File: config.mk
export PLATFORM = sky130hd
export DESIGN_NAME = addr_unit
export DESIGN_NICKNAME = d
export VERILOG_FILES = /design/src/logic/exec_pkg.sv /design/src/logic/addr_unit.sv
export VERILOG_INCLUDE_DIRS = /design/src /design/src/include
export SDC_FILE = /design/constraint.sdc
export NUM_CORES = 1
export LEC_CHECK = 0
export ABC_CLOCK_PERIOD_IN_PS = 4200
export BUFFER_PORTS_ARGS = -buffer_cell sky130_fd_sc_hd__buf_2
export CAP_MARGIN = 20
export CORE_UTILIZATION = 36
export DETAILED_ROUTE_END_ITERATION = 10
export PLACE_DENSITY = 0.84
export SLEW_MARGIN = 20
export SYNTH_ARGS = -nofsm -noshare
export SYNTH_HDL_FRONTEND = slang
export SYNTH_SLANG_ARGS = --single-unit
File: constraint.sdc
create_clock -name vclk -period 4.2
set_clock_uncertainty 0.1 [all_clocks]
set_input_delay 1.05 -clock vclk [all_inputs]
set_output_delay 1.05 -clock vclk [all_outputs]
set_load 0.02 [all_outputs]
File: src/include/exec_defs.svh
//////////////////////////////////////////////////////////////////////
// widths, depths and multiplier latency of the execute slice
// included by the package and by every module that sizes a port or array
//////////////////////////////////////////////////////////////////////
`ifndef EXEC_DEFS_SVH
`define EXEC_DEFS_SVH

// datapath and index widths
`define DATA_W      16
`define PREG_W      6
`define ROB_W       6

// data memory, low address bits only
`define DMEM_AW     8

// storage depths
`define RF_DEPTH    (1 << `PREG_W)
`define DMEM_DEPTH  (1 << `DMEM_AW)

// radix-16 multiplier, one nibble of b per step
`define MULT_STEPS  4

`endif

File: src/logic/exec_pkg.sv
//////////////////////////////////////////////////////////////////////
// types passed between the execution units, EX/WB register and writeback
//////////////////////////////////////////////////////////////////////
`include "exec_defs.svh"

package exec_pkg;

    typedef enum logic [2:0] {
        alu_add, alu_sub, alu_and, alu_or,
        alu_xor, alu_shl, alu_shr, alu_pass_b
    } alu_op_e;

    // issued operation for alu1, alu2 or mult
    typedef struct packed {
        logic               valid;
        alu_op_e            op;
        logic [`DATA_W-1:0] src_a;
        logic [`DATA_W-1:0] src_b;
        logic [`PREG_W-1:0] dst_preg;
        logic [`ROB_W-1:0]  rob_idx;
        logic               reg_wrt;
    } exec_req_t;

    // load/store request to the address unit
    typedef struct packed {
        logic               valid;
        logic               is_store;
        logic [`DATA_W-1:0] base;
        logic [`DATA_W-1:0] offset;
        logic [`DATA_W-1:0] store_data;
        logic [`PREG_W-1:0] dst_preg;
        logic [`ROB_W-1:0]  rob_idx;
    } mem_req_t;

    typedef struct packed {
        logic               done_vld;
        logic [`ROB_W-1:0]  done_idx;
        logic               reg_wrt;
        logic [`PREG_W-1:0] phy_addr;
        logic [`DATA_W-1:0] data;
    } unit_result_t;

    typedef struct packed {
        logic               done_vld;
        logic [`ROB_W-1:0]  done_idx;
        logic               mem_rd;
        logic               mem_wrt;
        logic [`PREG_W-1:0] phy_addr;
        logic [`DATA_W-1:0] addr;
        logic [`DATA_W-1:0] store_data;
    } mem_op_t;

    // full EX/WB word
    typedef struct packed {
        unit_result_t alu1;
        unit_result_t alu2;
        unit_result_t mult;
        mem_op_t      ldst;
    } ex_wb_t;

    // completion report towards the ROB
    typedef struct packed {
        logic              alu1_done_vld;
        logic [`ROB_W-1:0] alu1_done_idx;
        logic              alu2_done_vld;
        logic [`ROB_W-1:0] alu2_done_idx;
        logic              mult_done_vld;
        logic [`ROB_W-1:0] mult_done_idx;
        logic              ldst_done_vld;
        logic [`ROB_W-1:0] ldst_done_idx;
    } wb_done_t;

endpackage

File: src/logic/addr_unit.sv
//////////////////////////////////////////////////////////////////////
// load/store address adder, forms the memory operation for writeback
//////////////////////////////////////////////////////////////////////
`timescale 1ns/100ps
`include "exec_defs.svh"

module addr_unit
    import exec_pkg::*;
(
    input  mem_req_t req,
    output mem_op_t  op
);

    logic [`DATA_W-1:0] eff_addr;

    // full width sum, memory decodes only the low bits
    assign eff_addr = req.base + req.offset;

    assign op.done_vld   = req.valid;
    assign op.done_idx   = req.rob_idx;

    // direction from the request type
    assign op.mem_rd     = req.valid && !req.is_store;
    assign op.mem_wrt    = req.valid && req.is_store;

    assign op.phy_addr   = req.dst_preg;
    assign op.addr       = eff_addr;
    assign op.store_data = req.store_data;

endmodule

==> results.py <==
metrics = {
    "cells_and_area": {
        "nFlopsAndLatches": 0,
        "n_antenna_cell": 0,
        "clock_buffers": 0,
        "num-fill-cells": 270,
        "fin_nets": 241,
        "drive_gt1_share_pct": 43.5,
        "final_util_pct": 46.6,
        "layout.cells.non_filler": 191,
        "layout_common_cells": "buf_2 (49), a21oi_1 (17), ha_1 (14)",
        "final_common_cell": "buf_2",
        "synthToLayoutAreaGrowth_pct": 22.0,
        "seq_area_um2": 0,
    },
    "yosys": {
        "synth_cell_type_count": 29,
        "syn_avg_cell_area_um2": 7.40,
        "ys_seq_area_share_pct": 0,
        "syn_nets": 207,
        "netlist_area_um2": 955,
        "yosysWarningCount": 0,
        "synth_cells": 129,
    },
    "sta": {
        "hold_ws_ns": 2.00,
        "fin_crit_sh_pct": 98.1,
        "rsz0062_at_grt": "yes",
        "setup_slack_ns": 0.0779,
        "max_freq_mhz": 243,
        "report.final.hold_viol_count": 0,
        "setup_viol": 0,
        "max-slew-margin-rel_pct": 57.7,
        "drv_slew": 0,
        "fin_crit_ns": 4.12,
        "worst_pin_slew_ns": 0.628,
    },
    "floorplan": {
        "start_util_pct": 38.2,
        "die_w_um": 53.5,
        "pin_count": 109,
        "core_area_mm2": 0.00250,
        "fp-row-count": 18,
        "die_h_um": 53.5,
        "fp.dieArea_mm2": 0.00286,
    },
    "grt": {
        "busiest_layer": "met2",
        "overflow": 0,
        "use_met3_pct": 1.15,
        "grt_pass1_wl_mm": 3.54,
        "grt_pass1_vias": 861,
        "antenna_found_initial": 0,
        "grt_max_degree": 7,
        "grt_util_met1_pct": 20.9,
        "grt.met2_usage_pct": 28.7,
        "track_usage_pct": 16.2,
    },
    "place": {
        "hpwlAfterDp_mm": 1.87,
        "numPortBuffers": 53,
        "pre_cts_slack_ns": -0.109,
        "placedCellCount": 186,
        "gp_routability_congestion": 0.801,
    },
    "worst_hold_path": {
        "whs_endpoint": "op[11]",
        "min_path_type": "input port to output pin",
        "hold_path_startpoint": "req[23]",
        "whs_path_depth": 0,
    },
    "drt": {
        "ant_nets": 0,
        "num_vias": 1003,
        "wire_per_inst_um": 12.0,
        "drc": 0,
        "first_pass_iters": 4,
        "dr.first_iter.drc_count": 30,
        "vias_per_cell": 5.25,
        "finalWirelength_mm": 2.30,
    },
    "pwr": {
        "power.density_mw_per_mm2": 197,
        "p_leak_uw": 0.000578,
        "ir_worst_vdd_mv": 0.110,
    },
    "critical_path": {
        "crit_type": "input port to output pin",
        "crit_cells": 10,
        "crit_chain": "buf_6 -> ha_4 -> fa_2 -> a21o_4 -> a311oi_4 -> buf_4 -> o21ai_1 -> a311oi_1 -> nor3_2 -> buf_4",
        "worst-path-max-fanout": 2,
        "end_kind": "output pin",
        "cp.required_ns": 3.05,
        "arrival_ns": 2.97,
        "cp-start-kind": "input port",
        "crit_top_cell": "buf_4",
        "path_delay_family": "compound AO/OA/AOI/OAI gates",
        "cp.buffers_inverters": 3,
        "max_stage_delay_ns": 0.35,
        "cp_slowest_cell": "fa_2",
    },
    "outcome": {
        "status": "finished, final reports clean",
    },
    "job": {
        "max_cap_viol_count": 0,
    },
    "cts": {
        "postCtsHoldBufs": 0,
    },
}
-- per-layer routing --
layer,part of all wire [%],up-vias
met1,43,452
met4,1.2,0
met3,7.0,4
li1,-,500
met2,48,47
met5,0,-
-- how the worst max path moves through the flow --
stage | start | to
finish | req[44] | op[26]
global route | req[44] | op[28]
CTS | req[44] | op[28]
detailed placement | req[28] | op[26]
global placement | req[28] | op[26]
floorplan | req[28] | op[26]
-- through the flow --
| stage | instance area (µm²) | power, µW | setup TNS, ns |
|---|---|---|---|
| after floorplan | 955 | 184 | 0 |
| after global placement | 1060 | 208 | -0.0881 |
| after detailed placement | 1060 | 211 | -0.270 |
| after CTS | 1140 | 225 | 0 |
| after global routing | 1160 | 251 | -0.0730 |
| final | 1160 | 229 | 0 |
-- power breakdown --
part           switching, µW  total, µW  internal (µW)
clock network              0          0              0
registers                  0          0              0
logic                    131        229           98.9
-- Yosys cell counts, drive strengths merged (2+ instances only) --
| master | n | area share [%] |
|---|---|---|
| a21o | 3 | 2.5 |
| a21oi | 17 | 8.9 |
| a311oi | 2 | 2.5 |
| buf | 29 | 23 |
| ha | 15 | 20 |
| inv | 3 | 1.2 |
| nand2 | 9 | 3.5 |
| nand3 | 4 | 2.1 |
| nor2 | 2 | 0.79 |
| nor2b | 3 | 2.0 |
| nor3 | 3 | 1.6 |
| o211ai | 3 | 2.4 |
| o21ai | 8 | 4.2 |
| o21bai | 2 | 1.6 |
| xnor2 | 10 | 9.2 |
| xor2 | 5 | 4.6 |
-- logic make-up (layout without fill, tap and decap cells) --
group / Yosys count / after routing / share of synthesized area [%]
AOI/OAI and AO/OA: 40 / 40 / 26.7
buffers and inverters: 32 / 64 / 24.0
and+or+nand+nor: 25 / 25 / 12.7
adders and majority gates: 16 / 16 / 21.8
xor gates and xnor gates: 15 / 15 / 13.8
muxes: 1 / 1 / 1.05
-- final cells by class --
class,instances,area [µm²],share of cell area [%]
multi-input combinational,97,773,66.4
timing repair buffer,61,343,29.4
tap,30,37.5,3.22
inverter,3,11.3,0.967
-- repair_timing --
action / in CTS / in global routing
pin swaps: 7 / 4
setup buffers: 4 / 1
resized for setup: 10 / 3
setup endpoints to repair: 3 / 3
No activity file was read; power rests on OpenSTA's default activity.
