[src/include/exec_defs.svh]
//////////////////////////////////////////////////////////////////////
// widths, depths and multiplier latency of the execute slice
// included by the package and by every module that sizes a port or array
//////////////////////////////////////////////////////////////////////
`ifndef EXEC_DEFS_SVH
`define EXEC_DEFS_SVH

// datapath and index widths
`define DATA_W      16
`define PREG_W      6
`define ROB_W       6

// data memory, low address bits only
`define DMEM_AW     8

// storage depths
`define RF_DEPTH    (1 << `PREG_W)
`define DMEM_DEPTH  (1 << `DMEM_AW)

// radix-16 multiplier, one nibble of b per step
`define MULT_STEPS  4

`endif

[src/logic/exec_pkg.sv]
//////////////////////////////////////////////////////////////////////
// types passed between the execution units, EX/WB register and writeback
//////////////////////////////////////////////////////////////////////
`include "exec_defs.svh"

package exec_pkg;

    typedef enum logic [2:0] {
        alu_add, alu_sub, alu_and, alu_or,
        alu_xor, alu_shl, alu_shr, alu_pass_b
    } alu_op_e;

    // issued operation for alu1, alu2 or mult
    typedef struct packed {
        logic               valid;
        alu_op_e            op;
        logic [`DATA_W-1:0] src_a;
        logic [`DATA_W-1:0] src_b;
        logic [`PREG_W-1:0] dst_preg;
        logic [`ROB_W-1:0]  rob_idx;
        logic               reg_wrt;
    } exec_req_t;

    // load/store request to the address unit
    typedef struct packed {
        logic               valid;
        logic               is_store;
        logic [`DATA_W-1:0] base;
        logic [`DATA_W-1:0] offset;
        logic [`DATA_W-1:0] store_data;
        logic [`PREG_W-1:0] dst_preg;
        logic [`ROB_W-1:0]  rob_idx;
    } mem_req_t;

    typedef struct packed {
        logic               done_vld;
        logic [`ROB_W-1:0]  done_idx;
        logic               reg_wrt;
        logic [`PREG_W-1:0] phy_addr;
        logic [`DATA_W-1:0] data;
    } unit_result_t;

    typedef struct packed {
        logic               done_vld;
        logic [`ROB_W-1:0]  done_idx;
        logic               mem_rd;
        logic               mem_wrt;
        logic [`PREG_W-1:0] phy_addr;
        logic [`DATA_W-1:0] addr;
        logic [`DATA_W-1:0] store_data;
    } mem_op_t;

    // full EX/WB word
    typedef struct packed {
        unit_result_t alu1;
        unit_result_t alu2;
        unit_result_t mult;
        mem_op_t      ldst;
    } ex_wb_t;

    // completion report towards the ROB
    typedef struct packed {
        logic              alu1_done_vld;
        logic [`ROB_W-1:0] alu1_done_idx;
        logic              alu2_done_vld;
        logic [`ROB_W-1:0] alu2_done_idx;
        logic              mult_done_vld;
        logic [`ROB_W-1:0] mult_done_idx;
        logic              ldst_done_vld;
        logic [`ROB_W-1:0] ldst_done_idx;
    } wb_done_t;

endpackage

[src/logic/mult_unit.sv]
//////////////////////////////////////////////////////////////////////
// iterative radix-16 multiplier, low 16 bits of the product
// accepts a new request only while mult_idle is high
//////////////////////////////////////////////////////////////////////
`timescale 1ns/100ps
`include "exec_defs.svh"

module mult_unit
    import exec_pkg::*;
(
    input  logic         clk,
    input  logic         rst_n,
    input  logic         stall,
    input  exec_req_t    req,
    output unit_result_t res,
    output logic         mult_idle
);

    localparam int CNT_W = $clog2(`MULT_STEPS);

    logic               busy;
    logic               res_vld;
    logic [CNT_W-1:0]   step_cnt;
    logic               accept;
    logic               step_en;
    logic [`DATA_W-1:0] a_q;
    logic [`DATA_W-1:0] b_q;
    logic [`DATA_W-1:0] acc;
    logic [`DATA_W-1:0] step_a;
    logic [`DATA_W-1:0] step_b;
    logic [`DATA_W-1:0] pp;
    logic [`PREG_W-1:0] dst_q;
    logic [`ROB_W-1:0]  rob_q;
    logic               reg_wrt_q;

    assign accept  = !busy && req.valid && !stall;
    assign step_en = busy && !res_vld && !stall;

    // first nibble is taken straight from the request on accept
    assign step_a = busy ? a_q : req.src_a;
    assign step_b = busy ? b_q : req.src_b;
    assign pp     = step_a * {{(`DATA_W-4){1'b0}}, step_b[3:0]};

    //////////////////////////////////////////////////////////////////////
    // control
    //////////////////////////////////////////////////////////////////////
    always_ff @(posedge clk or negedge rst_n) begin
        if (!rst_n) begin
            busy     <= 1'b0;
            res_vld  <= 1'b0;
            step_cnt <= '0;
        end else if (accept) begin
            busy     <= 1'b1;
            step_cnt <= CNT_W'(1);
        end else if (res_vld && !stall) begin
            // result taken by EX/WB this edge
            busy    <= 1'b0;
            res_vld <= 1'b0;
        end else if (step_en) begin
            step_cnt <= step_cnt + 1'b1;
            if (step_cnt == CNT_W'(`MULT_STEPS - 1)) begin
                res_vld <= 1'b1;
            end
        end
    end

    //////////////////////////////////////////////////////////////////////
    // operands and accumulator
    //////////////////////////////////////////////////////////////////////
    always_ff @(posedge clk) begin
        if (accept) begin
            a_q       <= req.src_a << 4;
            b_q       <= req.src_b >> 4;
            acc       <= pp;
            dst_q     <= req.dst_preg;
            rob_q     <= req.rob_idx;
            reg_wrt_q <= req.reg_wrt;
        end else if (step_en) begin
            a_q <= a_q << 4;
            b_q <= b_q >> 4;
            acc <= acc + pp;
        end
    end

    assign res.done_vld = res_vld;
    assign res.done_idx = rob_q;
    assign res.reg_wrt  = reg_wrt_q;
    assign res.phy_addr = dst_q;
    assign res.data     = acc;
    assign mult_idle    = !busy;

endmodule

[config.mk]
export PLATFORM = sky130hd
export DESIGN_NAME = mult_unit
export DESIGN_NICKNAME = d
export VERILOG_FILES = /design/src/logic/exec_pkg.sv /design/src/logic/mult_unit.sv
export VERILOG_INCLUDE_DIRS = /design/src /design/src/include
export SDC_FILE = /design/constraint.sdc
export NUM_CORES = 1
export LEC_CHECK = 0
export BUFFER_PORTS_ARGS = -buffer_cell sky130_fd_sc_hd__buf_2
export CAP_MARGIN = 20
export CORE_UTILIZATION = 25
export DETAILED_ROUTE_END_ITERATION = 16
export RECOVER_POWER = 100
export SLEW_MARGIN = 10
export SYNTH_ARGS = -nofsm -noshare
export SYNTH_HDL_FRONTEND = slang
export SYNTH_SLANG_ARGS = --single-unit
[constraint.sdc]
create_clock -name clk -period 6.3 [get_ports clk]
set_clock_uncertainty 0.1 [all_clocks]
set_input_delay 1.26 -clock clk [delete_from_list [all_inputs] [get_ports clk]]
set_output_delay 1.26 -clock clk [all_outputs]
set_load 0.05 [all_outputs]
==> flow_metrics.py <==
metrics = {
    "run_status": {
        "status": "complete, but fails checks",
        "violations": "max-capacitance violations, max-slew violations",
    },
    "critical_path": {
        "cpPeakStageDelay_ps": 550,
        "start_kind": "input pin",
        "r2r_end": "acc[15]$_DFFE_PP_",
        "reg2reg_from": "busy$_DFFE_PN0P_",
        "cp_cell_sequence": "buf_2, nor2b_1, nand2_1, fa_1, fa_1, inv_1, fa_1, a21o_1, a21oi_1, o21bai_1, a21oi_1, xnor2_1, ha_1, a21oi_1, o221ai_1, a21oi_2, o211ai_1, a21oi_1, mux2i_1, xnor2_1",
        "crit_slowest_cell": "fa_1",
        "timing_worst_setup_path_type": "input pin to flip-flop",
        "worstRegToRegCells": 21,
        "reg2reg_slack_ps": 720,
        "cp_data_required_time_ps": 6280,
        "path_max_fanout": 6,
        "cpMostUsedCell": "a21oi_1",
        "crit_arrival_ps": 5850,
        "critPathCaptureType": "flip-flop",
    },
    "clock_tree": {
        "clkTransAtPathRegs_ps": 60,
        "cts_max_path_buffers": 2,
        "cts-buffers-inserted": 9,
        "cts_hold_buffers": 0,
        "cts_root_buffer": "clkbuf_16",
        "clk_latency_ps": 340,
        "cts_resized": 0,
        "post_cts_buffers": 0,
        "cts_max_level": 3,
        "cts.sinks": 57,
        "cts_tree": "built",
    },
    "final_layout": {
        "fillers": 1884,
        "seqCellArea_mm2": 0.001692,
        "antenna_cells": 0,
        "final_nets": 676,
        "drive_gt1_share_pct": 15.61,
        "multi_input_area_mm2": 0.002628,
        "area_growth_pct": 21.08,
    },
    "sta": {
        "finalHoldViolations": 0,
        "maxSlewViolCount": 91,
        "period_share_pct": 93.20,
        "setup_violations": 0,
        "tns_ps": 0,
        "worst_pin_slew_ps": 1900,
        "relSlewSlack_pct": -26.64,
        "rsz0062_at_grt": "no",
        "min_period_ps": 5872,
        "fmax_ghz": 0.1703,
    },
    "die": {
        "io_pins": 83,
        "dieArea_mm2": 0.01885,
        "row_count": 49,
        "core_mm2": 0.01796,
        "die_w_um": 137.3,
        "start_util_pct": 25.48,
        "die_h_um": 137.3,
    },
    "synthesis": {
        "yosysWarnings": 0,
        "ys.flop_type": "edfxtp_1",
        "synth_nets": 586,
        "synthArstFlopShare_pct": 7.018,
        "syn_area_mm2": 0.004577,
        "ys_types": 47,
        "ys_ff_latch": 57,
        "synth_edf_count": 53,
        "synth-seq-area-share_pct": 36.96,
        "synth.avg_cell_area_um2": 9.636,
        "synth_cells": 475,
    },
    "global_route": {
        "grt_use_total_pct": 11.35,
        "antenna_found_initial": 0,
        "grt_pass1_vias": 3412,
        "grt_max_degree": 38,
        "grt_overflow": 0,
        "grt_pass1_wl_um": 16260,
    },
    "drt": {
        "wl_per_cell_um": 12.14,
        "vias_per_cell": 4.305,
        "routed_wl_um": 9700,
        "remaining_drc_errors": 0,
        "drtPass1Iterations": 6,
        "ant_nets": 0,
        "drt_iter0_drc": 159,
        "num_vias": 3440,
    },
    "place": {
        "gp_congestion": 0.7943,
        "dp_hpwl_um": 7580,
        "portBuffers": 79,
    },
    "worst_hold_path": {
        "min_from": "b_q[4]$_DFFE_PP_",
        "holdPathEnd": "b_q[0]$_DFFE_PP_",
        "hp-class": "flip-flop to flip-flop",
        "min_delay_path_depth": 2,
    },
    "flow_run": {
        "cap_violations": 3,
    },
}
-- sequential cells by signal, summed over array words and instances (netlist names) --
register and count:
a_q 12, acc 16, b_q 12, busy 1
dst_q 6, reg_wrt_q 1, res_vld 1, rob_q 6
step_cnt 2
-- through the flow --
| stage | setup WS, ps | area, um2 | hold WS (ps) | instances | util (%) |
|---|---|---|---|---|---|
| finish | 428.3 | 5542 | 408.5 | 799 | 30.85 |
| global route | 58.81 | 5542 | 435.5 | 799 | 30.85 |
| CTS | 366.4 | 5610 | 412.7 | 799 | 31.23 |
| detailed placement | 34.77 | 5298 | 403.3 | 783 | 29.49 |
| global placement | 110.1 | 5298 | 398.6 | 783 | 29.49 |
| floorplan | 538.2 | 4577 | 390.5 | 475 | - |
-- cells by family (layout without fill, tap and decap cells) --
logic type / count (synthesis) / after routing / share of synthesized area (%)
mux: 14 / 14 / 3.117
simple gates: 173 / 173 / 17.25
xor+xnor: 31 / 31 / 5.932
buf+inv: 63 / 158 / 5.631
flops: 57 / 57 / 36.96
compound gates: 78 / 78 / 10.72
fa+ha+maj: 59 / 59 / 20.39
-- final cells by class --
class,count,share of cell area [%]
Clock buffer,11,4.200
Multi-Input combinational cell,355,47.41
Inverter,50,3.387
Timing Repair Buffer,92,7.857
Sequential cell,57,30.53
Tap cell,229,5.170
Clock inverter,5,1.445
-- placed cells by master, fill, tap and decap left out, drive strengths merged, types with 17 or more instances in the layout --
cell    instances
clkbuf         50
o21ai          20
inv            50
xnor2          17
and2           21
a21oi          29
buf            53
nand2          73
fa             26
nor2           45
ha             33
edfxtp         53
-- worst max-delay path, delay by kind of cell --
family / cells / cell delay (ps)
adders and majority gates: 4 / 1810
AOI/OAI and AO/OA: 9 / 1580
and+or+nand+nor: 2 / 540
xor gates and xnor gates: 2 / 260
muxes: 1 / 250
buffers and inverters: 2 / 150
-- layer usage --
layer	part of all wire (%)	GRT usage [%]	vias to the layer above
li1	-	-	1776
met1	46	13.77	1572
met2	44	18.18	81
met3	7.9	4.820	11
met4	1.6	3.358	0
met5	0	0	-
-- how the worst max path moves through the flow --
stage	from	to	cells after the start	slack, ps
5_1_grt	req[14]	acc[15]$_DFFE_PP_	20	60
2_1_floorplan	req[14]	acc[15]$_DFFE_PP_	20	540
3_3_place_gp	req[14]	acc[15]$_DFFE_PP_	20	110
6_report	req[14]	acc[15]$_DFFE_PP_	20	430
3_5_place_dp	req[14]	acc[15]$_DFFE_PP_	20	30
4_1_cts	req[14]	acc[15]$_DFFE_PP_	20	370
-- synth_stat cells, types with 2 or more instances --
| master | number | area share [%] |
|---|---|---|
| o21ai_0 | 18 | 2.0 |
| buf_4 | 2 | 0.33 |
| nand2_1 | 73 | 6.0 |
| nor2_1 | 45 | 3.7 |
| nand3_1 | 3 | 0.33 |
| inv_1 | 50 | 4.1 |
| a211oi_1 | 2 | 0.33 |
| a32oi_1 | 3 | 0.57 |
| or3_1 | 2 | 0.27 |
| nand4_1 | 2 | 0.27 |
| fa_1 | 26 | 11 |
| nor2b_1 | 5 | 0.68 |
| buf_2 | 5 | 0.55 |
| a21oi_1 | 26 | 2.8 |
| dfrtp_1 | 4 | 2.2 |
| mux2_2 | 2 | 0.49 |
| clkbuf_1 | 4 | 0.33 |
| a21o_1 | 6 | 0.98 |
| a31oi_1 | 4 | 0.55 |
| mux2i_1 | 12 | 2.6 |
| xor2_1 | 14 | 2.7 |
| a21oi_2 | 3 | 0.57 |
| edfxtp_1 | 53 | 35 |
| o21ai_1 | 2 | 0.22 |
| nand2b_1 | 3 | 0.41 |
| and2_1 | 21 | 2.9 |
| o211ai_1 | 3 | 0.49 |
| xnor2_1 | 17 | 3.3 |
| ha_1 | 33 | 9.0 |
| or2_2 | 12 | 1.6 |
| nor3_1 | 3 | 0.33 |
| o21a_1 | 2 | 0.33 |
Power is not shown: default switching activity piles up to over one toggle a cycle in this logic, so the estimate is an artifact.
