### config.mk
export PLATFORM = sky130hd
export DESIGN_NAME = alu_unit
export DESIGN_NICKNAME = d
export VERILOG_FILES = /design/src/logic/exec_pkg.sv /design/src/logic/alu_unit.sv
export VERILOG_INCLUDE_DIRS = /design/src /design/src/include
export SDC_FILE = /design/constraint.sdc
export NUM_CORES = 1
export LEC_CHECK = 0
export BUFFER_PORTS_ARGS = -buffer_cell sky130_fd_sc_hd__buf_2
export CORE_UTILIZATION = 30
export DETAILED_ROUTE_END_ITERATION = 10
export GPL_TIMING_DRIVEN = 0
export PLACE_DENSITY = 0.53
export SKIP_LAST_GASP = 1
export SYNTH_ARGS = -nofsm -noshare
export SYNTH_HDL_FRONTEND = slang
export SYNTH_SLANG_ARGS = --single-unit
### constraint.sdc
create_clock -name vclk -period 3.7
set_input_delay 0.185 -clock vclk [all_inputs]
set_output_delay 0.185 -clock vclk [all_outputs]
set_load 0.05 [all_outputs]
### src/include/exec_defs.svh
//////////////////////////////////////////////////////////////////////
// widths, depths and multiplier latency of the execute slice
// included by the package and by every module that sizes a port or array
//////////////////////////////////////////////////////////////////////
`ifndef EXEC_DEFS_SVH
`define EXEC_DEFS_SVH

// datapath and index widths
`define DATA_W      16
`define PREG_W      6
`define ROB_W       6

// data memory, low address bits only
`define DMEM_AW     8

// storage depths
`define RF_DEPTH    (1 << `PREG_W)
`define DMEM_DEPTH  (1 << `DMEM_AW)

// radix-16 multiplier, one nibble of b per step
`define MULT_STEPS  4

`endif

### src/logic/exec_pkg.sv
//////////////////////////////////////////////////////////////////////
// types passed between the execution units, EX/WB register and writeback
//////////////////////////////////////////////////////////////////////
`include "exec_defs.svh"

package exec_pkg;

    typedef enum logic [2:0] {
        alu_add, alu_sub, alu_and, alu_or,
        alu_xor, alu_shl, alu_shr, alu_pass_b
    } alu_op_e;

    // issued operation for alu1, alu2 or mult
    typedef struct packed {
        logic               valid;
        alu_op_e            op;
        logic [`DATA_W-1:0] src_a;
        logic [`DATA_W-1:0] src_b;
        logic [`PREG_W-1:0] dst_preg;
        logic [`ROB_W-1:0]  rob_idx;
        logic               reg_wrt;
    } exec_req_t;

    // load/store request to the address unit
    typedef struct packed {
        logic               valid;
        logic               is_store;
        logic [`DATA_W-1:0] base;
        logic [`DATA_W-1:0] offset;
        logic [`DATA_W-1:0] store_data;
        logic [`PREG_W-1:0] dst_preg;
        logic [`ROB_W-1:0]  rob_idx;
    } mem_req_t;

    typedef struct packed {
        logic               done_vld;
        logic [`ROB_W-1:0]  done_idx;
        logic               reg_wrt;
        logic [`PREG_W-1:0] phy_addr;
        logic [`DATA_W-1:0] data;
    } unit_result_t;

    typedef struct packed {
        logic               done_vld;
        logic [`ROB_W-1:0]  done_idx;
        logic               mem_rd;
        logic               mem_wrt;
        logic [`PREG_W-1:0] phy_addr;
        logic [`DATA_W-1:0] addr;
        logic [`DATA_W-1:0] store_data;
    } mem_op_t;

    // full EX/WB word
    typedef struct packed {
        unit_result_t alu1;
        unit_result_t alu2;
        unit_result_t mult;
        mem_op_t      ldst;
    } ex_wb_t;

    // completion report towards the ROB
    typedef struct packed {
        logic              alu1_done_vld;
        logic [`ROB_W-1:0] alu1_done_idx;
        logic              alu2_done_vld;
        logic [`ROB_W-1:0] alu2_done_idx;
        logic              mult_done_vld;
        logic [`ROB_W-1:0] mult_done_idx;
        logic              ldst_done_vld;
        logic [`ROB_W-1:0] ldst_done_idx;
    } wb_done_t;

endpackage

### src/logic/alu_unit.sv
//////////////////////////////////////////////////////////////////////
// single-cycle integer ALU, one result record per issued operation
//////////////////////////////////////////////////////////////////////
`timescale 1ns/100ps
`include "exec_defs.svh"

module alu_unit
    import exec_pkg::*;
(
    input  exec_req_t    req,
    output unit_result_t res
);

    logic [`DATA_W-1:0] result;
    logic [3:0]         shamt;

    // shifts take only the low nibble of b
    assign shamt = req.src_b[3:0];

    always_comb begin
        case (req.op)
            alu_add: begin
                result = req.src_a + req.src_b;
            end
            alu_sub: begin
                result = req.src_a - req.src_b;
            end
            alu_and: begin
                result = req.src_a & req.src_b;
            end
            alu_or: begin
                result = req.src_a | req.src_b;
            end
            alu_xor: begin
                result = req.src_a ^ req.src_b;
            end
            alu_shl: begin
                result = req.src_a << shamt;
            end
            alu_shr: begin
                result = req.src_a >> shamt;
            end
            default: begin
                result = req.src_b;
            end
        endcase
    end

    // completes in the same cycle it is issued
    assign res.done_vld = req.valid;
    assign res.done_idx = req.rob_idx;
    assign res.reg_wrt  = req.reg_wrt;
    assign res.phy_addr = req.dst_preg;
    assign res.data     = result;

endmodule

==> results of run 1 <==
stage by stage:
step           instance area (um^2)  hold slack (ns)  instances
3_5_place_dp                   3970            0.672        729
4_1_cts                        4020            0.672        731
3_3_place_gp                   3970            0.672        729
2_1_floorplan                  3480            0.537        525
6_report                       4120            0.671        732
5_1_grt                        4120            0.674        732
repair_timing:
action / CTS / global route
setup buffers: 4 / 2
gates cloned: 0 / 0
endpoints found under the hold margin: 0 / 0
pin swaps: 3 / 5
resized for setup: 11 / 22
setup endpoints to repair: 11 / 10
kinds of logic after synthesis:
logic type	after synthesis	synth area share
and+or+nand+nor	142	0.191
adders and majority gates	50	0.182
buffers and inverters	87	0.123
xor gates and xnor gates	26	0.0656
muxes	26	0.0879
AOI/OAI and AO/OA	194	0.351
critical path: cells and delay by family:
kind	cells	cell delay [ns]
and+or+nand+nor	4	0.93
AOI/OAI and AO/OA	4	0.75
adders and majority gates	1	0.35
xor gates and xnor gates	2	0.26
buffers and inverters	4	0.82
cell type report:
class                           count  area share
Timing Repair Buffer               70      0.0920
Multi-Input combinational cell    438       0.762
Tap cell                          140      0.0425
Inverter                           40      0.0383
Buffer                             44      0.0656
power groups by stage:
stage / sequential [mW] / combinational (mW) / clock, mW
global route: 0 / 0.852 / 0
CTS: 0 / 0.764 / 0
global placement: 0 / 0.744 / 0
finish: 0 / 0.793 / 0
detailed placement: 0 / 0.748 / 0
floorplan: 0 / 0.534 / 0
routing by layer:
layer | global-route usage | wire length (um) | vias up
met5 | 0 | 0 | -
met2 | 0.419 | 6780 | 205
met1 | 0.352 | 7040 | 2103
met4 | 0.0724 | 425 | 0
li1 | - | - | 2044
met3 | 0.0308 | 1150 | 31
placed cells by master (no fill, tap or decap), drive strengths merged, types with 3 or more instances in the layout:
cell    synthesis  routed
ha             49      49
clkbuf         12      12
and3            3       3
nor2           61      61
mux2            6       6
a22o            3       3
a21o            5       5
mux2i          17      17
or3             3       3
mux4            3       3
o21ai          39      39
a31oi           9       9
xor2            8       8
nand2b          9       9
o22ai           8       8
a211oi         10      10
nor3           18      18
a21oi          71      71
buf            35     102
nand3          10      10
a22oi           5       5
o32a            3       3
a221oi          4       4
xnor2          18      18
o211ai          8       8
inv            40      38
a221o           3       3
nand2          27      27
a311oi          4       4
path summary, 6_finish.rpt:
check                    from       to  slack, ns
worst max-delay path  req[45]  res[13]       0.21
worst min-delay path   req[6]  res[28]       0.67
==> flow_metrics.tcl, run 1 <==
set metrics [dict create \
    status "completed" \
    p_comb_frac 1.000 \
    max_stage_delay_ns 0.41 \
    worstHoldPathCells 2 \
    synth_top_cells_by_area "ha_1, a21oi_1, nor2_1" \
    routed_via_density 5.99 \
    netlist_top_cells_count "a21oi_1, nor2_1, ha_1" \
    synthesis.area_um2 3470 \
    synth_cell_type_count 60 \
    dp.final_hpwl_um 12600 \
    fillCellCount 1276 \
    maxClockFrequency_ghz 0.286 \
    initial_utilization 0.313 \
    io-pin-count 79 \
    final.min_clock_period_ns 3.49 \
    drt-total-wl_um 15400 \
    nFlopsAndLatches 0 \
    timing.critical_path.from_type "primary input" \
    clk_buf_instances 0 \
    power.internal_uw 268 \
    leakage_nw 1.90 \
    port_buffers 64 \
    detail_route.first_pass.iterations 5 \
    most_common_cell_in_the_netlist "a21oi_1" \
    setup_repair_after_global_routing_missed_its_margin "true" \
    gp_congestion 0.958 \
    relSlewSlack 0.102 \
    post-place-ws_ns -0.687 \
    grt_max_degree 20 \
    die_height_um 110 \
    share_seq_of_total_power 0 \
    dr.first_iter.drc_count 345 \
    yosysTopAreaCellShare 0.177 \
    fin_crit_sh 0.944 \
    area.growth.synth_to_final_pct 18.6 \
    core_region_area_um2 11100 \
    floorplan.die_area_um2 12000 \
    vias_in_the_first_global_route 4060 \
    kind_of_end_point_of_the_critical_path "primary output" \
    synth.yosys.seq_area_share 0 \
    crit_arrival_ns 3.31 \
    crit_type "primary input to primary output" \
    timing.final.setup_violations 0 \
    ir_drop_mv 0.0808 \
    clock_power_share 0 \
    holdBufCountCts 0 \
    final_cell_utilization_of_the_core 0.372 \
    final_net_count 693 \
    critPathMaxFanout 10 \
    fin_tns_setup_ns 0 \
    synth_cells 525 \
    detail_route.drc_violations 0 \
    crit_chain "buf_2 -> inv_2 -> nor3_2 -> clkbuf_2 -> nor2_1 -> xnor2_1 -> ha_1 -> o211ai_1 -> a21oi_2 -> o211ai_1 -> nor3_1 -> nor4b_1 -> xor2_1 -> o21ai_1 -> buf_2" \
    max_cap_violations 0 \
    worst-endpoint-required_ns 3.51 \
    final_layout_size_suffix_gt1_frac 0.235 \
    mappedNetlistNets 624 \
    multi_input_logic_area_um2 3140 \
    drt.antenna.violating_nets 0 \
    globalRouteOverflowTotal 0 \
    final_max_slew_viol_count 0 \
    worstHoldPathType "primary input to primary output" \
    synth_warnings 0 \
    p_sw_uw 525 \
    pin_slew_with_the_least_headroom_to_its_limit_ns 1.34 \
    grt_pass1_wl_um 23000 \
    gr-usage-all-layers 0.257 \
    rows 38 \
    antenna_found_initial 0 \
    power_per_cell_area_nw_per_um2 193 \
    p_total_uw 793 \
    vias 4383 \
    cpMaxStageDelayCell "nor3_2" \
    routed_wl_per_cell_um 21.0 \
    final.setup.worst_slack_ns 0.207 \
    seqCellArea_um2 0 \
    synthDominantAreaCellType "ha_1" \
    synthesis.area_per_instance_um2 6.61 \
    n_antenna_cell 0 \
    sw_frac_of_total 0.662 \
    finalHoldViolations 0 \
    die_w_um 110 \
]
No activity file was read; power rests on OpenSTA's default activity.
==> run 2: changes to the inputs <==
Settings changed: CORE_UTILIZATION 30 to 58, PLACE_DENSITY 0.53 to 0.89.
==> flow_metrics.tcl, run 2 (synthesized netlist as in run 1, its figures left out) <==
set metrics [dict create \
    grt_max_degree 13 \
    grt_pass1_wl_um 21700 \
    routed_via_density 6.98 \
    status "completed" \
    met2_length_um 6080 \
    clock_power_share 0 \
    die_height_um 79.4 \
    core_region_area_um2 5640 \
    crit_arrival_ns 3.43 \
    detail_route.first_pass.iterations 6 \
    drt-met1-wl_um 5200 \
    top_library_cells_by_usage_in_the_layout_fill_and_taps_aside "buf_2, a21oi_1, nor2_1, ha_1, inv_1" \
    antenna_found_initial 0 \
    pin_slew_with_the_least_headroom_to_its_limit_ns 1.23 \
    dp.cells 661 \
    power.internal_uw 267 \
    nFlopsAndLatches 0 \
    share_seq_of_total_power 0 \
    finalHoldViolations 0 \
    maxClockFrequency_ghz 0.277 \
    crit_chain "buf_2 -> buf_8 -> buf_8 -> clkinvlp_4 -> ha_1 -> nand2_1 -> o21ai_0 -> xnor2_1 -> ha_1 -> o211ai_1 -> a21oi_2 -> o211ai_1 -> o21ai_0 -> xor2_1 -> a221oi_2 -> nor2_1 -> buf_2" \
    io-pin-count 79 \
    top_layer "met4" \
    kind_of_end_point_of_the_critical_path "primary output" \
    p_total_uw 793 \
    power_per_cell_area_nw_per_um2 198 \
    fin_cells 663 \
    final_layout_size_suffix_gt1_frac 0.232 \
    vias 4628 \
    worstHoldPathType "primary input to primary output" \
    p_comb_frac 1.000 \
    dp.final_hpwl_um 11100 \
    timing.critical_path.from_type "primary input" \
    globalRouteOverflowTotal 0 \
    drt-total-wl_um 14200 \
    dr.first_iter.drc_count 652 \
    p_sw_uw 526 \
    final_cell_utilization_of_the_core 0.710 \
    final_max_slew_viol_count 0 \
    timing.final.setup_violations 0 \
    port_buffers 64 \
    post-place-ws_ns -0.646 \
    most_common_library_cell_in_the_layout_ignoring_fill_and_taps "buf_2" \
    holdBufCountCts 0 \
    gr-usage-all-layers 0.448 \
    hold_start "req[9]" \
    initial_utilization 0.615 \
    final_net_count 692 \
    fin_tns_setup_ns 0 \
    routed_wl_per_cell_um 21.5 \
    timing.critical_path.from "req[14]" \
    floorplan.die_area_um2 6300 \
    detail_route.drc_violations 0 \
    gp_congestion 1.02 \
    critPathMaxFanout 10 \
    rows 27 \
    max_cap_violations 0 \
    sw_frac_of_total 0.663 \
    setup_repair_after_global_routing_missed_its_margin "true" \
    area.growth.synth_to_final_pct 15.4 \
    crit_type "primary input to primary output" \
    n_antenna_cell 0 \
    final.min_clock_period_ns 3.62 \
    vias_in_the_first_global_route 4173 \
    fin_crit_sh 0.977 \
    clk_buf_instances 0 \
    drt.antenna.violating_nets 0 \
    leakage_nw 1.89 \
    seqCellArea_um2 0 \
    fillCellCount 502 \
    final.setup.worst_slack_ns 0.0846 \
    setup.worst_path.end "res[9]" \
    worst-endpoint-required_ns 3.51 \
    cpMaxStageDelayCell "ha_1" \
    die_w_um 79.4 \
    met3_length_um 2100 \
    ir_drop_mv 0.156 \
    max_stage_delay_ns 0.35 \
    relSlewSlack 0.172 \
]
[run 2: worst max-delay path, delay by kind of cell]
family | cells | cell delay, ns
adders and majority gates | 2 | 0.60
and+or+nand+nor | 2 | 0.23
buffers and inverters | 5 | 0.97
AOI/OAI and AO/OA | 6 | 0.98
xor gates and xnor gates | 2 | 0.44
[run 2: power by group through the flow]
stage	clock network (mW)	registers [mW]	logic [mW]
CTS	0	0	0.746
global route	0	0	0.835
finish	0	0	0.793
detailed placement	0	0	0.733
global placement	0	0	0.716
floorplan	0	0	0.534
[run 2: how the worst min path moves through the flow]
stage	end	slack, ns	depth (start not counted)
2_1_floorplan	res[16]	0.54	1
3_3_place_gp	res[21]	0.67	2
3_5_place_dp	res[18]	0.67	2
4_1_cts	res[18]	0.67	2
5_1_grt	res[23]	0.67	2
6_report	res[18]	0.67	2
[run 2: cell type report]
cell class / count / area, um^2 / share of cell area
multi-input cells: 438 / 3120 / 0.779
repair buffers: 69 / 369 / 0.0921
plain buffers: 44 / 270 / 0.0674
inverters: 40 / 158 / 0.0393
well taps: 72 / 90.1 / 0.0225
[run 2: per-layer routing]
metal	vias up	global-route usage
met5	-	0
met4	0	0.224
met3	95	0.0971
met2	437	0.717
met1	2050	0.563
li1	2046	-
[run 2: timing repair]
item | in CTS | in global routing
setup endpoints to repair | 9 | 9
gates cloned | 0 | 0
setup buffers | 2 | 3
gates resized for setup | 10 | 20
pin swaps | 2 | 4
[run 2: stage by stage]
step / area [um^2] / hold WS [ns]
global route: 4010 / 0.674
finish: 4010 / 0.671
floorplan: 3480 / 0.537
detailed placement: 3890 / 0.672
CTS: 3930 / 0.672
global placement: 3890 / 0.672
==> run 3: changes to the inputs <==
Settings changed: MAX_ROUTING_LAYER set to met4, RECOVER_POWER set to 25, TNS_END_PERCENT set to 5.
==> flow_metrics.tcl, run 3 (synthesized netlist as in run 1, its figures left out) <==
set metrics [dict create \
    maxClockFrequency_ghz 0.271 \
    setup_repair_after_global_routing_missed_its_margin "true" \
    floorplan.die_area_um2 6300 \
    vias 4612 \
    relSlewSlack 0.248 \
    gp_congestion 1.05 \
    rows 27 \
    finalHoldViolations 0 \
    grt_pass1_wl_um 21700 \
    clk_buf_instances 0 \
    dp.cells 661 \
    timing.final.setup_violations 0 \
    gr-usage-all-layers 0.461 \
    dp.final_hpwl_um 11000 \
    nFlopsAndLatches 0 \
    routed_via_density 6.99 \
    power_per_cell_area_nw_per_um2 197 \
    fin_tns_setup_ns 0 \
    worstHoldPathCells 2 \
    final_net_count 689 \
    routed_wl_per_cell_um 21.5 \
    worst-endpoint-required_ns 3.51 \
    final.min_clock_period_ns 3.69 \
    crit_arrival_ns 3.50 \
    detail_route.first_pass.iterations 7 \
    final_layout_size_suffix_gt1_frac 0.209 \
    initial_utilization 0.615 \
    fin_cells 660 \
    io-pin-count 79 \
    crit_type "primary input to primary output" \
    die_w_um 79.4 \
    antenna_found_initial 0 \
    dr.first_iter.drc_count 739 \
    timing.critical_path.from_type "primary input" \
    leakage_nw 1.85 \
    critPathMaxFanout 10 \
    max_cap_violations 0 \
    ir_drop_mv 0.154 \
    final_max_slew_viol_count 0 \
    status "completed" \
    top_library_cells_by_usage_in_the_layout_fill_and_taps_aside "buf_2, a21oi_1, nor2_1, ha_1, inv_1" \
    seqCellArea_um2 0 \
    drt-total-wl_um 14200 \
    area.growth.synth_to_final_pct 13.8 \
    kind_of_end_point_of_the_critical_path "primary output" \
    fin_crit_sh 0.997 \
    detail_route.drc_violations 0 \
    drt.antenna.violating_nets 0 \
    pin_slew_with_the_least_headroom_to_its_limit_ns 1.12 \
    globalRouteOverflowTotal 0 \
    grt_max_degree 13 \
    vias_in_the_first_global_route 4131 \
    port_buffers 64 \
    worstHoldPathType "primary input to primary output" \
    final_cell_utilization_of_the_core 0.701 \
    n_antenna_cell 0 \
    die_height_um 79.4 \
    core_region_area_um2 5640 \
]
[run 3: critical path: stages]
cell and delay, ns:
buf_2 0.17, buf_8 0.17, buf_8 0.14, clkinvlp_4 0.12
ha_1 0.20, nand3_1 0.13, nor2_2 0.26, a41oi_2 0.17
xnor2_1 0.16, ha_2 0.41, nand4_1 0.21, a21oi_2 0.20
o21ai_2 0.11, nand2b_1 0.12, xnor2_1 0.14, nor2_1 0.07
o32a_1 0.31, buf_2 0.21
[run 3: metrics by stage]
step | hold WS (ns) | power, mW | worst slack [ns] | instance area [um^2]
after global placement | 0.672 | 0.715 | -0.452 | 3880
after detailed placement | 0.672 | 0.731 | -0.521 | 3880
after global routing | 0.677 | 0.825 | -0.105 | 3950
final | 0.672 | 0.778 | 0.0121 | 3950
after CTS | 0.672 | 0.740 | -0.00598 | 3910
after floorplan | 0.537 | 0.533 | -0.0137 | 3470
[run 3: path summary, 6_finish.rpt]
| path | start | endpoint |
|---|---|---|
| worst max-delay path | req[14] | res[11] |
| worst min-delay path | req[10] | res[19] |
[run 3: final cells by class]
type                       count  area, um^2
buffer                        44         270
fill                         509        1690
inverter                      40         158
multi-input combinational    438        3100
tap                           72        90.1
timing repair buffer          66         338
[run 3: power by group]
| part | total (mW) | switching [mW] | internal [mW] |
|---|---|---|---|
| Clock | 0 | 0 | 0 |
| Sequential | 0 | 0 | 0 |
| Combinational | 0.778 | 0.519 | 0.259 |
[run 3: what timing repair did]
item	in CTS	in global routing
gates resized for setup	7	19
buffers inserted	2	0
pin swaps	1	3
endpoints found under the setup margin	9	11
hold buffers	0	0
[run 3: routing by layer]
metal | up-vias | global-route usage | routed length (um)
met3 | 85 | 0.0663 | 1950
li1 | 2035 | - | -
met4 | 0 | 0.196 | 795
met5 | - | - | 0
met2 | 408 | 0.720 | 6070
met1 | 2084 | 0.591 | 5370
