<file path="src/include/exec_defs.svh">
//////////////////////////////////////////////////////////////////////
// widths, depths and multiplier latency of the execute slice
// included by the package and by every module that sizes a port or array
//////////////////////////////////////////////////////////////////////
`ifndef EXEC_DEFS_SVH
`define EXEC_DEFS_SVH

// datapath and index widths
`define DATA_W      16
`define PREG_W      6
`define ROB_W       6

// data memory, low address bits only
`define DMEM_AW     8

// storage depths
`define RF_DEPTH    (1 << `PREG_W)
`define DMEM_DEPTH  (1 << `DMEM_AW)

// radix-16 multiplier, one nibble of b per step
`define MULT_STEPS  4

`endif

</file>
<file path="src/logic/exec_pkg.sv">
//////////////////////////////////////////////////////////////////////
// types passed between the execution units, EX/WB register and writeback
//////////////////////////////////////////////////////////////////////
`include "exec_defs.svh"

package exec_pkg;

    typedef enum logic [2:0] {
        alu_add, alu_sub, alu_and, alu_or,
        alu_xor, alu_shl, alu_shr, alu_pass_b
    } alu_op_e;

    // issued operation for alu1, alu2 or mult
    typedef struct packed {
        logic               valid;
        alu_op_e            op;
        logic [`DATA_W-1:0] src_a;
        logic [`DATA_W-1:0] src_b;
        logic [`PREG_W-1:0] dst_preg;
        logic [`ROB_W-1:0]  rob_idx;
        logic               reg_wrt;
    } exec_req_t;

    // load/store request to the address unit
    typedef struct packed {
        logic               valid;
        logic               is_store;
        logic [`DATA_W-1:0] base;
        logic [`DATA_W-1:0] offset;
        logic [`DATA_W-1:0] store_data;
        logic [`PREG_W-1:0] dst_preg;
        logic [`ROB_W-1:0]  rob_idx;
    } mem_req_t;

    typedef struct packed {
        logic               done_vld;
        logic [`ROB_W-1:0]  done_idx;
        logic               reg_wrt;
        logic [`PREG_W-1:0] phy_addr;
        logic [`DATA_W-1:0] data;
    } unit_result_t;

    typedef struct packed {
        logic               done_vld;
        logic [`ROB_W-1:0]  done_idx;
        logic               mem_rd;
        logic               mem_wrt;
        logic [`PREG_W-1:0] phy_addr;
        logic [`DATA_W-1:0] addr;
        logic [`DATA_W-1:0] store_data;
    } mem_op_t;

    // full EX/WB word
    typedef struct packed {
        unit_result_t alu1;
        unit_result_t alu2;
        unit_result_t mult;
        mem_op_t      ldst;
    } ex_wb_t;

    // completion report towards the ROB
    typedef struct packed {
        logic              alu1_done_vld;
        logic [`ROB_W-1:0] alu1_done_idx;
        logic              alu2_done_vld;
        logic [`ROB_W-1:0] alu2_done_idx;
        logic              mult_done_vld;
        logic [`ROB_W-1:0] mult_done_idx;
        logic              ldst_done_vld;
        logic [`ROB_W-1:0] ldst_done_idx;
    } wb_done_t;

endpackage

</file>
<file path="src/logic/ex_wb_reg.sv">
//////////////////////////////////////////////////////////////////////
// EX/WB pipeline register for all four units, held while stall is high
//////////////////////////////////////////////////////////////////////
`timescale 1ns/100ps

module ex_wb_reg
    import exec_pkg::*;
(
    input  logic         clk,
    input  logic         rst_n,
    input  logic         stall,
    input  unit_result_t alu1_res,
    input  unit_result_t alu2_res,
    input  unit_result_t mult_res,
    input  mem_op_t      ldst_op,
    output ex_wb_t       ex_wb
);

    ex_wb_t ex_wb_d;
    logic   load_en;

    assign load_en = !stall;

    //////////////////////////////////////////////////////////////////////
    // next word
    //////////////////////////////////////////////////////////////////////
    always_comb begin
        ex_wb_d      = ex_wb;
        if (load_en) begin
            ex_wb_d.alu1 = alu1_res;
            ex_wb_d.alu2 = alu2_res;
            ex_wb_d.mult = mult_res;
            ex_wb_d.ldst = ldst_op;
        end
    end

    //////////////////////////////////////////////////////////////////////
    // register
    //////////////////////////////////////////////////////////////////////
    // reset leaves no done, register write or memory access pending
    always_ff @(posedge clk or negedge rst_n) begin
        if (!rst_n) begin
            ex_wb <= '0;
        end else begin
            ex_wb <= ex_wb_d;
        end
    end

endmodule

</file>
<file path="config.mk">
export PLATFORM = sky130hd
export DESIGN_NAME = ex_wb_reg
export DESIGN_NICKNAME = d
export VERILOG_FILES = /design/src/logic/exec_pkg.sv /design/src/logic/ex_wb_reg.sv
export VERILOG_INCLUDE_DIRS = /design/src /design/src/include
export SDC_FILE = /design/constraint.sdc
export NUM_CORES = 1
export LEC_CHECK = 0
export BUFFER_PORTS_ARGS = -buffer_cell sky130_fd_sc_hd__buf_2
export CORE_MARGIN = 2
export CORE_UTILIZATION = 40
export DETAILED_ROUTE_END_ITERATION = 6
export GPL_TIMING_DRIVEN = 0
export PLACE_DENSITY = 0.73
export RECOVER_POWER = 25
export SKIP_CTS_REPAIR_TIMING = 1
export SLEW_MARGIN = 20
export SYNTH_ARGS = -nofsm -noshare
export SYNTH_HDL_FRONTEND = slang
export SYNTH_SLANG_ARGS = --single-unit
</file>
<file path="constraint.sdc">
create_clock -name clk -period 0.9 [get_ports clk]
set_input_delay 0.045 -clock clk [delete_from_list [all_inputs] [get_ports clk]]
set_output_delay 0.045 -clock clk [all_outputs]
set_load 0.02 [all_outputs]
</file>
==> flow_metrics.env, run 1 <==
export IMPL_outcome="complete, but fails checks"
export IMPL_violations="negative hold slack, negative setup slack"
export IMPL_row_count=41
export IMPL_synth_cells=289
export IMPL_synthTopCellsByCount="137 x dfrtp_1, 137 x mux2_2, 10 x clkbuf_8, 5 x buf_6"
export IMPL_synth_simple_area_share_pct=0
export IMPL_synth_area_leaders="dfrtp_1 66%, mux2_2 30%, clkbuf_8 2.7%"
export IMPL_hold_class="input pin to asynchronous set/reset pin"
export IMPL_worstSkewPairLatency_ps=410
export IMPL_dpl_instance_area_mm2=0.00679
export IMPL_final_nets=875
export IMPL_crit_chain="buf_6"
export IMPL_track_usage_pct=17.9
export IMPL_r2r_slack_ps=-60
export IMPL_numPortBuffers=275
export IMPL_final_cell_area_mm2=0.00968
export IMPL_largest_reg_flops=137
export IMPL_placed_cells=737
export IMPL_numCtsBuffers=17
export IMPL_rsz0062_at_grt="true"
export IMPL_drt_initial_drc_count=122
export IMPL_areaGrowthSynthToFinish_pct=87.4
export IMPL_dpl_worst_slack_ps=-1.38
export IMPL_core_area_mm2=0.0126
export IMPL_drc=0
export IMPL_ys_flop_type="dfrtp_1"
export IMPL_yosysTopAreaCellShare_pct=66.4
export IMPL_synth_mux_area_fraction_pct=29.9
export IMPL_drt_antenna_violating_nets=0
export IMPL_fillerInstances=708
export IMPL_r2r_cells=2
export IMPL_die_h_um=118
export IMPL_grt_pass1_wl_um=19300
export IMPL_cts_buffer_depth=2
export IMPL_place_detailed_hpwl_um=8980
export IMPL_finalSetupTns_ps=-11600
export IMPL_yosysUniqueCellTypes=4
export IMPL_fin_worst_skew_ps=0
export IMPL_syn_area_mm2=0.00516
export IMPL_synth_area_per_cell_um2=17.9
export IMPL_hold_viol=83
export IMPL_multi_input_area_mm2=0.00156
export IMPL_routed_wl_um=17100
export IMPL_worst_pin_slew_ps=1060
export IMPL_grt_pass1_vias=3907
export IMPL_worstReg2RegEnd="ex_wb[51]"
export IMPL_synth_fa_ha_area_share_pct=0
export IMPL_pwr_density_cell_mw_per_mm2=1850
export IMPL_antenna_found_initial=0
export IMPL_max_cap_violations=0
export IMPL_path_clk_slew_ps=60
export IMPL_yosys_area_top_type="dfrtp_1"
export IMPL_critical_path_startpoint="ex_wb[51]"
export IMPL_gp_congestion=0.738
export IMPL_layout_cells_non_filler=917
export IMPL_cts_sinks=137
export IMPL_layout_setup_ws_ps=-118
export IMPL_total_power_mw=17.9
export IMPL_viasPerCell=4.70
export IMPL_slew_violations=0
export IMPL_path_class="flop to output pin"
export IMPL_synth_edf_count=0
export IMPL_ys_warn_count=0
export IMPL_startpoint_type="flop"
export IMPL_synth_async_sr_flop_share_pct=100
export IMPL_slowest_delay_ps=420
export IMPL_critPathSlowestCell="dfrtp_1"
export IMPL_whs_ps=-158
export IMPL_final_util_pct=76.7
export IMPL_via_count=4311
export IMPL_r2r_start="ex_wb[51]"
export IMPL_dr_pass1_iters=4
export IMPL_synth_top_family_by_area="multiplexers"
export IMPL_die_w_um=118
export IMPL_path_buf_inv=1
export IMPL_cp_arrival_ps=970
export IMPL_drive_gt1_share_pct=62.8
export IMPL_ios=277
export IMPL_seq_area_mm2=0.00343
export IMPL_yosysSeqAreaShare_pct=66.4
export IMPL_routedWlPerCell_um=18.6
export IMPL_synthXorXnorAreaFrac_pct=0
export IMPL_leakage_nw=4.56
export IMPL_crit_family="flip-flops"
export IMPL_h_tree_depth=4
export IMPL_syn_nets=429
export IMPL_cp_depth=1
export IMPL_antenna_diode_count=0
export IMPL_slew_headroom_pct=29.5
export IMPL_cts_root_buf="clkbuf_16"
export IMPL_worstPathMaxFanout=2
export IMPL_fmax_mhz=983
export IMPL_period_minus_slack_ps=1020
export IMPL_crit_end="ex_wb[51]"
export IMPL_worst_setup_path_end_kind="output pin"
export IMPL_die_area_mm2=0.0138
export IMPL_yosys_register_bits=137
export IMPL_start_util_pct=40.9
export IMPL_grt_overflow_total=0
export IMPL_post_route_period_util_pct=113
export IMPL_peakVddDrop_uv=1340
export IMPL_synth_compound_area_share_pct=0
export IMPL_grt_max_degree=78
export IMPL_required_ps=850
export IMPL_setup_violations_final=145
export IMPL_cts_tree="built"
-- routing by layer --
metal	vias to the layer above	global-route usage [%]	wire length [µm]
met5	-	0	0
met4	0	8.66	496
met3	40	6.88	1030
met2	191	31.1	9580
met1	2172	19.0	5950
li1	1908	-	-
-- worst min-delay path by stage --
stage,startpoint,end,slack (ps),cells after the start
2_1_floorplan,rst_n,ex_wb[0],-250,0
3_3_place_gp,alu1_res[29],ex_wb[136],280,2
3_5_place_dp,rst_n,ex_wb[106],60,1
4_1_cts,rst_n,ex_wb[88],-380,1
5_1_grt,rst_n,ex_wb[99],-60,1
6_report,rst_n,ex_wb[99],-160,1
-- area by class of cell --
type | count | share of cell area (%)
plain buffers | 15 | 2.00
clock buffers | 27 | 5.51
clock inverters | 2 | 0.103
multi-input cells | 137 | 16.1
flip-flops and latches | 137 | 35.4
well taps | 172 | 2.22
repair buffers | 427 | 38.6
-- kinds of logic (layout without fill, tap and decap cells) --
group	after synthesis	count (layout)
buffers and inverters	15	471
flip-flops	137	137
multiplexers	137	137
-- placed cells by master, fill, tap and decap left out --
| cell | netlist | final |
|---|---|---|
| buf_4 | 0 | 14 |
| dlygate4sd3_1 | 0 | 137 |
| clkbuf_16 | 0 | 17 |
| dfrtp_1 | 137 | 137 |
| clkbuf_4 | 0 | 1 |
| mux2_2 | 137 | 133 |
| clkbuf_1 | 0 | 3 |
| buf_6 | 5 | 142 |
| clkbuf_8 | 10 | 17 |
| mux2_4 | 0 | 4 |
| buf_2 | 0 | 137 |
| buf_16 | 0 | 1 |
| clkinv_2 | 0 | 2 |
-- where the power goes --
part,switching (mW),internal [mW],total [mW]
Sequential,0.492,6.79,7.28
Clock,2.44,3.98,6.42
Combinational,1.77,2.44,4.22
Note: power is estimated with default switching activity, not from simulation.
==> run 2: changes to the inputs <==
PLACE_DENSITY = default   (was 0.73)
PLACE_DENSITY_LB_ADDON = 0.25   (was default)
==> flow_metrics.env, run 2 (synthesis results as in run 1) <==
export IMPL_period_minus_slack_ps=1010
export IMPL_r2r_cells=2
export IMPL_fillerInstances=722
export IMPL_fin_worst_skew_ps=0
export IMPL_required_ps=850
export IMPL_placed_cells=737
export IMPL_worst_pin_slew_ps=844
export IMPL_cts_sinks=137
export IMPL_whs_ps=-254
export IMPL_drt_initial_drc_count=146
export IMPL_largest_reg_flops=137
export IMPL_final_util_pct=76.7
export IMPL_gp_congestion=0.773
export IMPL_routed_wl_um=16500
export IMPL_worstPathMaxFanout=2
export IMPL_final_common_cell="buf_6"
export IMPL_ios=277
export IMPL_crit_family="flip-flops"
export IMPL_met1_length_um=5870
export IMPL_h_tree_depth=4
export IMPL_slew_headroom_pct=43.7
export IMPL_violations="negative hold slack, negative setup slack"
export IMPL_max_cap_violations=0
export IMPL_total_power_mw=18.0
export IMPL_cts_tree="built"
export IMPL_start_util_pct=40.9
export IMPL_via_count=4204
export IMPL_dr_pass1_iters=6
export IMPL_numPortBuffers=275
export IMPL_drc=0
export IMPL_cp_arrival_ps=970
export IMPL_grt_overflow_total=0
export IMPL_met2WireLength_um=9060
export IMPL_die_w_um=118
export IMPL_die_h_um=118
export IMPL_pwr_density_cell_mw_per_mm2=1860
export IMPL_cp_depth=1
export IMPL_post_route_period_util_pct=112
export IMPL_highest_layer="met4"
export IMPL_viasPerCell=4.57
export IMPL_startpoint_type="flop"
export IMPL_die_area_mm2=0.0138
export IMPL_dpl_worst_slack_ps=-2.06
export IMPL_leakage_nw=4.55
export IMPL_routedWlPerCell_um=17.9
export IMPL_grt_pass1_vias=3730
export IMPL_grt_max_degree=78
export IMPL_drt_antenna_violating_nets=0
export IMPL_critPathSlowestCell="dfrtp_1"
export IMPL_dpl_instance_area_mm2=0.00679
export IMPL_antenna_found_initial=0
export IMPL_worstSkewPairLatency_ps=410
export IMPL_fmax_mhz=988
export IMPL_core_area_mm2=0.0126
export IMPL_path_buf_inv=1
export IMPL_crit_chain="buf_6"
export IMPL_row_count=41
export IMPL_outcome="complete, but fails checks"
export IMPL_peakVddDrop_uv=1120
export IMPL_final_cell_mix="142 x buf_6, 137 x dfrtp_1, 137 x dlygate4sd3_1, 137 x buf_2, 133 x mux2_2"
export IMPL_final_cell_area_mm2=0.00968
export IMPL_path_clk_slew_ps=60
export IMPL_grt_pass1_wl_um=19100
export IMPL_hold_viol=67
export IMPL_setup_violations_final=141
export IMPL_met3_length_um=1080
export IMPL_numCtsBuffers=17
export IMPL_antenna_diode_count=0
export IMPL_path_class="flop to output pin"
export IMPL_slew_violations=0
export IMPL_worst_setup_path_end_kind="output pin"
export IMPL_cts_root_buf="clkbuf_16"
export IMPL_track_usage_pct=17.7
export IMPL_slowest_delay_ps=410
export IMPL_place_detailed_hpwl_um=8900
export IMPL_rsz0062_at_grt="true"
export IMPL_cts_buffer_depth=2
export IMPL_layout_cells_non_filler=919
export IMPL_layout_setup_ws_ps=-112
export IMPL_final_nets=874
export IMPL_hold_class="input pin to asynchronous set/reset pin"
export IMPL_areaGrowthSynthToFinish_pct=87.5
export IMPL_drive_gt1_share_pct=62.8
## run 2: cell types whose count changed in the layout (fill, tap and decap cells not counted)
cell,before,now
clkinv_4,0,1
clkinv_2,2,4
clkbuf_1,3,4
clkinvlp_4,0,1
buf_4,14,13
bufinv_16,0,1
clkbuf_8,17,14
buf_16,1,0
buf_12,0,1
## run 2: layout make-up
class | instances | area (µm²) | share of cell area, %
Timing Repair Buffer | 426 | 3720 | 38.5
Multi-Input combinational cell | 137 | 1560 | 16.1
Tap cell | 172 | 215 | 2.22
Clock inverter | 7 | 66.3 | 0.685
Clock buffer | 25 | 495 | 5.12
Sequential cell | 137 | 3430 | 35.4
Buffer | 15 | 194 | 2.00
## run 2: layer usage
layer	track usage [%]	up-vias
met1	19.8	2072
met5	0	-
met3	6.01	32
met2	30.3	182
li1	-	1918
met4	8.28	0
## run 2: final timing paths
check                      startpoint  slack, ps         to
min reg2reg                 ex_wb[68]        530  ex_wb[68]
min                             rst_n       -250  ex_wb[83]
max                         ex_wb[87]       -110  ex_wb[87]
max in group asynchronous       rst_n        270  ex_wb[69]
max reg2reg                  ex_wb[1]        -20   ex_wb[1]
min in group clk                stall        -50  ex_wb[39]
## run 2: power by group
part	leakage, nW	switching (mW)	internal [mW]
sequential	1.60	0.479	6.79
combinational	2.68	1.77	2.43
clock	0.277	2.47	4.08
total	4.55	4.72	13.3
## run 2: worst reg2reg max path, delay by kind of cell (launching register included)
| family | cells | cell delay (ps) |
|---|---|---|
| mux | 1 | 260 |
| buf+inv | 1 | 140 |
| flops | 1 | 400 |
## run 2: metrics by stage
step	hold slack (ps)	setup TNS (ps)
after floorplan	-251	0
after global placement	276	-270580
final	-254	-10940
after global routing	-181	-15470
after detailed placement	4.06	-2.06
after CTS	-438	-14410
==> run 3: changes to the inputs <==
--- a/config.mk
+++ b/config.mk
@@ -9,3 +9,2 @@
 export BUFFER_PORTS_ARGS = -buffer_cell sky130_fd_sc_hd__buf_2
-export CORE_MARGIN = 2
 export CORE_UTILIZATION = 40
@@ -15,2 +14,3 @@
 export RECOVER_POWER = 25
+export SETUP_SLACK_MARGIN = 0.4
 export SKIP_CTS_REPAIR_TIMING = 1
==> constraint.sdc (replaced) <==
create_clock -name clk -period 0.9 [get_ports clk]
set_input_delay 0.18 -clock clk [delete_from_list [all_inputs] [get_ports clk]]
set_output_delay 0.18 -clock clk [all_outputs]
set_load 0.02 [all_outputs]
==> flow_metrics.env, run 3 (synthesis results as in run 1) <==
export IMPL_total_power_mw=18.6
export IMPL_routedWlPerCell_um=18.0
export IMPL_via_count=3711
export IMPL_crit_chain="buf_6"
export IMPL_core_area_mm2=0.0126
export IMPL_antenna_diode_count=0
export IMPL_grt_pass1_vias=3561
export IMPL_grt_max_degree=74
export IMPL_numPortBuffers=275
export IMPL_worst_setup_path_end_kind="output pin"
export IMPL_hold_viol=70
export IMPL_outcome="complete, but fails checks"
export IMPL_setup_violations_final=141
export IMPL_drive_gt1_share_pct=85.0
export IMPL_slowest_delay_ps=430
export IMPL_final_cell_mix="159 x buf_6, 137 x buf_2, 119 x mux2_4, 92 x dfrtp_1, 45 x dfrtp_2"
export IMPL_post_route_period_util_pct=128
export IMPL_slew_violations=0
export IMPL_r2r_slack_ps=-20
export IMPL_final_nets=746
export IMPL_layout_setup_ws_ps=-251
export IMPL_hold_class="input pin to asynchronous set/reset pin"
export IMPL_startpoint_type="flop"
export IMPL_worst_pin_slew_ps=896
export IMPL_h_tree_depth=4
export IMPL_worstSkewPairLatency_ps=410
export IMPL_die_area_mm2=0.0134
export IMPL_cts_root_buf="clkbuf_16"
export IMPL_placed_cells=737
export IMPL_cts_sinks=137
export IMPL_pwr_density_cell_mw_per_mm2=2060
export IMPL_numCtsBuffers=17
export IMPL_cts_tree="built"
export IMPL_place_detailed_hpwl_um=8800
export IMPL_max_cap_violations=0
export IMPL_row_count=41
export IMPL_gp_congestion=0.744
export IMPL_grt_pass1_wl_um=18000
export IMPL_drt_antenna_violating_nets=0
export IMPL_path_buf_inv=1
export IMPL_violations="negative hold slack, negative setup slack"
export IMPL_peakVddDrop_uv=1090
export IMPL_required_ps=720
export IMPL_grt_overflow_total=0
export IMPL_cp_arrival_ps=970
export IMPL_fin_worst_skew_ps=0
export IMPL_path_clk_slew_ps=60
export IMPL_drc=0
export IMPL_critPathSlowestCell="dfrtp_2"
export IMPL_cts_buffer_depth=2
export IMPL_areaGrowthSynthToFinish_pct=75.3
export IMPL_final_common_cell="buf_6"
export IMPL_leakage_nw=4.54
export IMPL_layout_cells_non_filler=791
export IMPL_crit_family="flip-flops"
export IMPL_antenna_found_initial=0
export IMPL_routed_wl_um=14300
export IMPL_whs_ps=-82.8
export IMPL_largest_reg_flops=137
export IMPL_die_w_um=116
export IMPL_period_minus_slack_ps=1150
export IMPL_rsz0062_at_grt="true"
export IMPL_ios=277
export IMPL_track_usage_pct=18.1
export IMPL_fmax_mhz=869
export IMPL_start_util_pct=40.9
export IMPL_worstPathMaxFanout=2
export IMPL_slew_headroom_pct=40.3
export IMPL_drt_initial_drc_count=131
export IMPL_viasPerCell=4.69
export IMPL_path_class="flop to output pin"
export IMPL_die_h_um=116
export IMPL_dr_pass1_iters=4
==> run 3: cell types whose count changed in the layout (fill, tap and decap cells not counted), sizes merged <==
| cell | delta |
|---|---|
| inv | +1 |
| dlygate4sd3 | -137 |
| clkinv | +1 |
| clkbuf | -5 |
| buf | +9 |
| clkinvlp | +1 |
| bufinv | +2 |
==> run 3: layout make-up <==
type	instances	area, µm²
flip-flops and latches	137	3480
multi-input cells	137	1990
clock inverters	12	148
repair buffers	298	2510
clock buffers	20	457
fillers	792	3570
well taps	172	215
plain buffers	15	249
==> run 3: layer usage <==
metal	share of wire [%]	global-route usage, %	up-vias
met4	2.0	7.95	0
met3	8.3	8.11	23
met1	37	19.3	1855
met2	53	31.1	184
met5	0	0	-
li1	-	-	1649
==> run 3: stage by stage <==
step / instance area (µm²) / TNS [ps] / hold slack (ps) / util (%) / setup WS [ps]
finish: 9050 / -30700 / -82.8 / 71.7 / -251
global route: 9050 / -38490 / -25.8 / 71.7 / -284
CTS: 7680 / -33860 / -287 / 60.8 / -281
detailed placement: 7070 / -6000 / 152 / 56.1 / -112
global placement: 7040 / -303080 / 411 / 55.8 / -2340
floorplan: 5450 / 0 / -116 / - / 12.2
==> run 3: worst paths after layout <==
check | end | startpoint | cells past startpoint
max | ex_wb[8] | ex_wb[8] | 1
min | ex_wb[56] | rst_n | 1
max reg2reg | ex_wb[98] | ex_wb[98] | 2
min reg2reg | ex_wb[49] | ex_wb[49] | 1
max in group asynchronous | ex_wb[43] | rst_n | 2
min in group clk | ex_wb[18] | ldst_op[18] | 2
==> run 3: power breakdown <==
part	leakage (nW)	internal, mW	switching, mW	total (mW)
Clock	0.296	4.49	2.59	7.08
Sequential	1.56	6.83	0.512	7.34
Combinational	2.69	2.49	1.71	4.20
